--- src/noc_link_pkg.sv ---
package noc_link_pkg;

   // link geometry
   localparam int flit_width    = 34;
   localparam int payload_width = 32;
   localparam int count_width   = 16;   // finished packet counter

   // flit type codes, carried in the top two bits of a flit
   localparam logic [1:0] ft_body   = 2'b00;
   localparam logic [1:0] ft_head   = 2'b01;   // opens a packet
   localparam logic [1:0] ft_tail   = 2'b10;   // closes a packet
   localparam logic [1:0] ft_single = 2'b11;   // head and tail in one

   // transmitter two-phase states
   localparam logic [1:0] tx_send_hi = 2'b00;  // idle, next req edge is rising
   localparam logic [1:0] tx_wait_hi = 2'b01;  // req high, waiting for ack high
   localparam logic [1:0] tx_send_lo = 2'b10;  // idle, next req edge is falling
   localparam logic [1:0] tx_wait_lo = 2'b11;  // req low, waiting for ack low

   // routing view of a head payload
   typedef struct packed {
      logic [7:0]                  dest;
      logic [7:0]                  src;
      logic [7:0]                  len;   // flits in packet
      logic [payload_width-25:0]   rsvd;
   } head_fields_t;

   // same word, head fields or plain data depending on flit kind
   typedef union packed {
      head_fields_t              head;
      logic [payload_width-1:0]  raw;
   } payload_u;

   typedef struct packed {
      logic [flit_width-payload_width-1:0] kind;   // ft_* code
      payload_u                            payload;
   } flit_t;

   // one decoded flit as seen by the consumer
   typedef struct packed {
      logic [7:0]                dest;    // from head, held for body/tail
      logic [payload_width-1:0]  data;    // raw payload word
      logic                      is_head;
      logic                      is_last;
      logic                      frame_err;
   } class_result_t;

endpackage

--- src/flit_classifier.sv ---
`timescale 1ns/1ps

module flit_classifier
   import noc_link_pkg::*;
(
   input  logic                   clock,
   input  logic                   reset,       // active low, synchronous
   input  logic                   rx_valid,
   input  flit_t                  rx_flit,
   output logic                   out_valid,   // rx_valid delayed one cycle
   output class_result_t          out_result,
   output logic [count_width-1:0] pkt_count    // clean packets closed
);

   payload_u   pl;
   logic       head_kind;   // head or single
   logic       last_kind;   // tail or single
   logic       in_pkt;      // between a head and its tail
   logic       err;
   logic [7:0] dest_q;      // dest of the open packet

   assign pl        = rx_flit.payload;
   assign head_kind = (rx_flit.kind == ft_head) || (rx_flit.kind == ft_single);
   assign last_kind = (rx_flit.kind == ft_tail) || (rx_flit.kind == ft_single);

   // head only legal outside a packet, body/tail only inside
   assign err = (in_pkt == head_kind);

   always_ff @(posedge clock) begin
      if (!reset) begin
         out_valid <= 1'b0;
         in_pkt    <= 1'b0;
         dest_q    <= '0;
         pkt_count <= '0;
      end else begin
         out_valid <= rx_valid;
         if (rx_valid) begin
            if (head_kind)
               dest_q <= pl.head.dest;   // routing view of the word
            // framing, a stray head restarts the packet
            if (last_kind)
               in_pkt <= 1'b0;
            else if (head_kind)
               in_pkt <= 1'b1;
            if (last_kind && !err)
               pkt_count <= pkt_count + 1'b1;
         end
      end
   end

   // result register, payload only
   always_ff @(posedge clock) begin
      if (rx_valid) begin
         out_result.dest      <= head_kind ? pl.head.dest : dest_q;
         out_result.data      <= pl.raw;   // plain data view
         out_result.is_head   <= head_kind;
         out_result.is_last   <= last_kind;
         out_result.frame_err <= err;
      end
   end

endmodule

--- src/noc_link_top.sv ---
`timescale 1ns/1ps

module noc_link_top
   import noc_link_pkg::*;
(
   input  logic                   clock,
   input  logic                   reset,       // active low, synchronous
   input  logic                   valid_in,    // active low strobe
   input  flit_t                  flit_in,
   input  logic                   chnl_stop,   // sender side back-pressure
   input  logic                   hold,        // receiver side back-pressure
   output logic                   stop_in,
   output logic                   out_valid,
   output class_result_t          out_result,
   output logic [count_width-1:0] pkt_count
);

   // link between the two ends
   logic  req;
   logic  ack;
   flit_t link_flit;

   // receiver to classifier
   logic  rx_valid;
   flit_t rx_flit;

   sync_transmitter tx0 (
      .clock     (clock),
      .reset     (reset),
      .valid_in  (valid_in),
      .flit_in   (flit_in),
      .chnl_stop (chnl_stop),
      .ack       (ack),
      .req       (req),
      .link_flit (link_flit),
      .stop_in   (stop_in)
   );

   sync_receiver rx0 (
      .clock     (clock),
      .reset     (reset),
      .req       (req),
      .link_flit (link_flit),
      .hold      (hold),
      .ack       (ack),
      .rx_valid  (rx_valid),
      .rx_flit   (rx_flit)
   );

   flit_classifier cls0 (
      .clock      (clock),
      .reset      (reset),
      .rx_valid   (rx_valid),
      .rx_flit    (rx_flit),
      .out_valid  (out_valid),
      .out_result (out_result),
      .pkt_count  (pkt_count)
   );

endmodule

--- src/sync_receiver.sv ---
`timescale 1ns/1ps

module sync_receiver
   import noc_link_pkg::*;
(
   input  logic  clock,
   input  logic  reset,       // active low, synchronous
   input  logic  req,         // toggle from transmitter
   input  flit_t link_flit,   // stable while req is unanswered
   input  logic  hold,        // delays capture and ack
   output logic  ack,
   output logic  rx_valid,    // one-cycle pulse per flit
   output flit_t rx_flit
);

   logic req1, req2;   // two-stage req synchroniser
   logic req_seen;     // last req level acted upon
   logic pending;      // toggle seen, not yet taken
   logic accept;

   // a toggle stays pending until taken, so hold can last any length
   assign pending = req2 ^ req_seen;
   assign accept  = pending & ~hold;

   always_ff @(posedge clock) begin
      if (!reset) begin
         req1     <= 1'b0;
         req2     <= 1'b0;
         req_seen <= 1'b0;
         ack      <= 1'b0;
         rx_valid <= 1'b0;
      end else begin
         req1     <= req;
         req2     <= req1;
         rx_valid <= accept;          // pulse on the capture edge
         if (accept) begin
            req_seen <= req2;         // toggle consumed
            ack      <= ~ack;         // answer with our own toggle
         end
      end
   end

   // capture register
   // transmitter keeps link_flit frozen until this ack comes back
   always_ff @(posedge clock) begin
      if (accept)
         rx_flit <= link_flit;
   end

endmodule

--- src/sync_transmitter.sv ---
`timescale 1ns/1ps

module sync_transmitter
   import noc_link_pkg::*;
(
   input  logic  clock,
   input  logic  reset,       // active low, synchronous
   input  logic  valid_in,    // active low strobe
   input  flit_t flit_in,
   input  logic  chnl_stop,   // freezes everything while high
   input  logic  ack,         // toggle from receiver
   output logic  req,         // toggles once per flit
   output flit_t link_flit,
   output logic  stop_in
);

   logic [1:0] fsm_state;
   logic       ack1, ack2, ack3;   // ack synchroniser chain
   logic       waiting;
   logic       matched;
   logic       busy;

   // ack has caught up with req once it clears the third stage
   assign matched = (ack3 == req);
   assign waiting = (fsm_state == tx_wait_hi) || (fsm_state == tx_wait_lo);

   // busy only while a flit is in flight and unanswered
   assign busy    = waiting && !matched;
   assign stop_in = busy | chnl_stop;

   always_ff @(posedge clock) begin
      if (!reset) begin
         fsm_state <= tx_send_hi;
         req       <= 1'b0;
         ack1      <= 1'b0;
         ack2      <= 1'b0;
         ack3      <= 1'b0;
      end else if (!chnl_stop) begin   // channel stop holds all state
         ack1 <= ack;
         ack2 <= ack1;
         ack3 <= ack2;

         case (fsm_state)
            tx_send_hi: begin
               if (!valid_in) begin
                  req       <= 1'b1;         // rising req edge
                  fsm_state <= tx_wait_hi;
               end
            end
            tx_wait_hi: begin
               if (matched) begin
                  // back-to-back flit may be taken on the release edge
                  if (!valid_in) begin
                     req       <= 1'b0;
                     fsm_state <= tx_wait_lo;
                  end else begin
                     fsm_state <= tx_send_lo;
                  end
               end
            end
            tx_send_lo: begin
               if (!valid_in) begin
                  req       <= 1'b0;         // falling req edge
                  fsm_state <= tx_wait_lo;
               end
            end
            tx_wait_lo: begin
               if (matched) begin
                  if (!valid_in) begin
                     req       <= 1'b1;
                     fsm_state <= tx_wait_hi;
                  end else begin
                     fsm_state <= tx_send_hi;
                  end
               end
            end
            default: begin
               fsm_state <= tx_send_hi;
               req       <= 1'b0;
            end
         endcase
      end
   end

   // data register, open whenever a new flit may be offered
   // locked from the req toggle until the ack returns, and under chnl_stop
   always_ff @(posedge clock) begin
      if (!stop_in)
         link_flit <= flit_in;
   end

endmodule

--- config.mk ---
export PLATFORM = sky130hd
export DESIGN_NAME = noc_link_top
export DESIGN_NICKNAME = d
export VERILOG_FILES = /design/src/noc_link_pkg.sv /design/src/flit_classifier.sv /design/src/noc_link_top.sv /design/src/sync_receiver.sv /design/src/sync_transmitter.sv
export SDC_FILE = /design/constraint.sdc
export NUM_CORES = 1
export LEC_CHECK = 0
export BUFFER_PORTS_ARGS = -buffer_cell sky130_fd_sc_hd__buf_2
export CORE_MARGIN = 1.5
export CORE_UTILIZATION = 35
export CTS_BUF_LIST = sky130_fd_sc_hd__clkbuf_2
export DETAILED_ROUTE_END_ITERATION = 8
export PLACE_DENSITY_LB_ADDON = 0.08
export SYNTH_ARGS = -nofsm -noshare
export SYNTH_HDL_FRONTEND = slang
export SYNTH_SLANG_ARGS = --single-unit
--- constraint.sdc ---
create_clock -name clock -period 5.35 [get_ports clock]
set_clock_uncertainty 0.1 [all_clocks]
set_input_delay 0.2675 -clock clock [delete_from_list [all_inputs] [get_ports clock]]
set_output_delay 0.2675 -clock clock [all_outputs]
set_load 0.02 [all_outputs]
==> flow_summary.json <==
{
  "cts_max_path_buffers": 2,
  "netlist_area_mm2": 0.00506,
  "worst_setup_path_start_kind": "flip-flop",
  "fin_tns_setup_ps": 0,
  "synth_seq_area_share_pct": 80.6,
  "areaGrowthSynthToFinish_pct": 27.5,
  "grt_max_degree": 53,
  "die_w_um": 123,
  "p_per_area_mw_per_mm2": 321,
  "grt_pass1_vias": 2715,
  "fin_crit_ps": 2950,
  "rows": 43,
  "synth_edf_count": 111,
  "cts_tree": "built",
  "cts_root_buffer": "clkbuf_2",
  "critPathRequiredTime_ps": 4980,
  "rsz0062_at_grt": "no",
  "gr-total-overflow": 0,
  "min_to": "tx0.link_flit[20]$_DFFE_PN_",
  "synthDistinctLibCells": 37,
  "hold_violations": 0,
  "grt_busiest_layer": "met2",
  "via_count": 2855,
  "timing.rr.start": "tx0.fsm_state[1]$_SDFFE_PN0P_",
  "met1_usage_pct": 14.6,
  "grt_util_met3_pct": 5.67,
  "tightestPinTransition_ps": 1140,
  "relSlewSlack_pct": 23.6,
  "status": "finished, final reports clean",
  "endpoint_kind": "primary output",
  "clk_latency_ps": 680,
  "gp_congestion": 0.676,
  "die_area_mm2": 0.0152,
  "ys_warn_count": 0,
  "postRouteAntennaNets": 0,
  "cap_violations": 0,
  "r2r-end": "tx0.req$_SDFFE_PN0P_",
  "dr.first_iter.drc_count": 139,
  "hp-class": "primary input to flip-flop",
  "worstRegToRegCells": 8,
  "async_flop_share_pct": 0,
  "track_usage_pct": 12.4,
  "fin_util_pct": 46.1,
  "io_buffers": 99,
  "htreeDepth": 4,
  "cts_setup_buffers": 0,
  "nNetsFinal": 493,
  "report.final.slew_viol_count": 0,
  "start_util_pct": 36.2,
  "worstHoldPathCells": 2,
  "die_h_um": 123,
  "met2_usage_pct": 19.8,
  "path_clk_slew_ps": 200,
  "wl_per_cell_um": 14.0,
  "crit_path_max_fanout": 20,
  "ir_worst_vdd_mv": 0.278,
  "firstDrtPassIters": 4,
  "power.leakage_nw": 2.42,
  "ios": 100,
  "antenna_found_initial": 0,
  "setup_viol": 0,
  "core_mm2": 0.0140,
  "critPathKind": "flip-flop to primary output",
  "fmax_mhz": 339,
  "dp_hpwl_um": 5500,
  "syn-num-nets": 343,
  "drc": 0,
  "antennaDiodeCount": 0,
  "synth_seq_cells": 148,
  "hold_start": "flit_in[20]",
  "wl_um": 8930,
  "viasPerCell": 4.46,
  "cts_sinks": 148,
  "layout-drive-gt1-share_pct": 32.0,
  "post-route-period-util_pct": 55.1,
  "numCtsBuffers": 17,
  "worstPathArrival_ps": 2580,
  "avgSynthCellArea_um2": 17.0,
  "synthCells": 298,
  "grt_pass1_wl_um": 13500,
  "r2r_slack_ps": 2600,
  "synth-main-ff-cell": "edfxtp_1"
}
## flip-flops by register name (all words and copies together), names as in the netlist, 2 cells and up
signal and flops:
cls0.dest_q 8, cls0.out_result 43, cls0.pkt_count 16, rx0.rx_flit 34
tx0.fsm_state 2, tx0.link_flit 34
## placed cells by master (no fill, tap or decap), drive strengths merged, types with 2 or more instances in the layout
cell,synthesis,final
edfxtp,111,111
ha,6,6
mux2i,10,10
o21ai,4,4
nand2b,6,6
and2,3,3
dlygate4sd3,0,39
a21oi,14,14
mux2,8,8
nand2,22,22
nor4,3,3
inv,4,4
nand3,14,14
clkbuf,7,18
buf,2,101
nand4,4,4
clkinv,1,9
nor2,14,14
xnor2,9,9
nor4b,2,2
bufinv,0,5
nor3,4,4
dfxtp,37,37
o41ai,2,2
## metrics by stage
step	hold slack (ps)	cell area, um^2	std cells	power [mW]	setup slack (ps)
final	194	6450	640	2.07	2400
after global routing	93.1	6450	640	2.17	2100
after CTS	90.9	6450	640	2.10	2270
after detailed placement	305	5780	570	1.36	2840
after global placement	300	5780	570	1.35	2890
after floorplan	247	5060	298	1.33	1440
## power by group
group	switching, mW	internal [mW]
registers	0.00881	1.26
logic	0.0438	0.0412
clock network	0.371	0.346
total	0.424	1.65
## kinds of logic after synthesis
family | count (synthesis) | share of synthesized area, %
flip-flops | 148 | 80.6
AND/OR/NAND/NOR | 77 | 8.39
AO/OA/AOI/OAI | 25 | 2.99
multiplexers | 18 | 3.76
buffers and inverters | 14 | 1.09
XOR/XNOR | 10 | 1.73
adder cells (fa/ha/maj) | 6 | 1.48
## final cells by class
| cell class | instances | area, um^2 |
|---|---|---|
| multi-input cells | 136 | 947 |
| clock buffers | 18 | 90.1 |
| fillers | 1270 | 7540 |
| well taps | 180 | 225 |
| repair buffers | 140 | 901 |
| flip-flops and latches | 148 | 4080 |
| inverters | 5 | 18.8 |
| clock inverters | 13 | 189 |
## worst max-delay path, stage by stage (launching register included)
cell and delay (ps):
dfxtp_1 420, inv_1 100, ha_1 180, or2_2 310
a21oi_4 520, inv_1 170, buf_2 200
## layer usage
layer,share of wire (%),wire [um],vias to the layer above
met3,7.1,635,8
met2,47,4200,83
li1,-,-,1406
met1,45,4000,1358
met4,1.1,99,0
met5,0,0,-
## worst max-delay path by stage
stage / startpoint / endpoint / slack (ps) / cells past startpoint
after floorplan: tx0.fsm_state[1]$_SDFFE_PN0P_ / tx0.req$_SDFFE_PN0P_ / 1440 / 7
after global placement: rx0.rx_flit[32]$_DFFE_PP_ / cls0.pkt_count[13]$_SDFFE_PN0P_ / 2890 / 4
after detailed placement: rx0.rx_flit[32]$_DFFE_PP_ / cls0.pkt_count[15]$_SDFFE_PN0P_ / 2840 / 4
after CTS: tx0.fsm_state[1]$_SDFFE_PN0P_ / stop_in / 2270 / 6
after global routing: tx0.fsm_state[1]$_SDFFE_PN0P_ / stop_in / 2100 / 6
final: tx0.fsm_state[1]$_SDFFE_PN0P_ / stop_in / 2400 / 6
## synth_stat cells (2+ instances only)
| master | count | area share, % |
|---|---|---|
| ha_1 | 6 | 1.5 |
| dfxtp_1 | 37 | 15 |
| nand4_1 | 4 | 0.49 |
| and2_1 | 3 | 0.37 |
| a21oi_1 | 14 | 1.4 |
| xnor2_1 | 9 | 1.6 |
| o21ai_0 | 4 | 0.40 |
| nor3_1 | 3 | 0.30 |
| nand3_1 | 13 | 1.3 |
| nand2_1 | 22 | 1.6 |
| o41ai_1 | 2 | 0.35 |
| clkbuf_1 | 7 | 0.52 |
| inv_1 | 4 | 0.30 |
| nand2b_1 | 6 | 0.74 |
| edfxtp_1 | 111 | 66 |
| mux2i_1 | 10 | 2.0 |
| nor2_1 | 14 | 1.0 |
| buf_2 | 2 | 0.20 |
| mux2_2 | 8 | 1.8 |
| nor4b_2 | 2 | 0.59 |
## what timing repair did
action | 4_1_cts | 5_1_grt
hold buffers | 39 | 0
hold endpoints to repair | 101 | 0
endpoints found under the setup margin | 0 | 0
gates resized for setup | 0 | 0
Note: power is estimated with default switching activity, not from simulation.
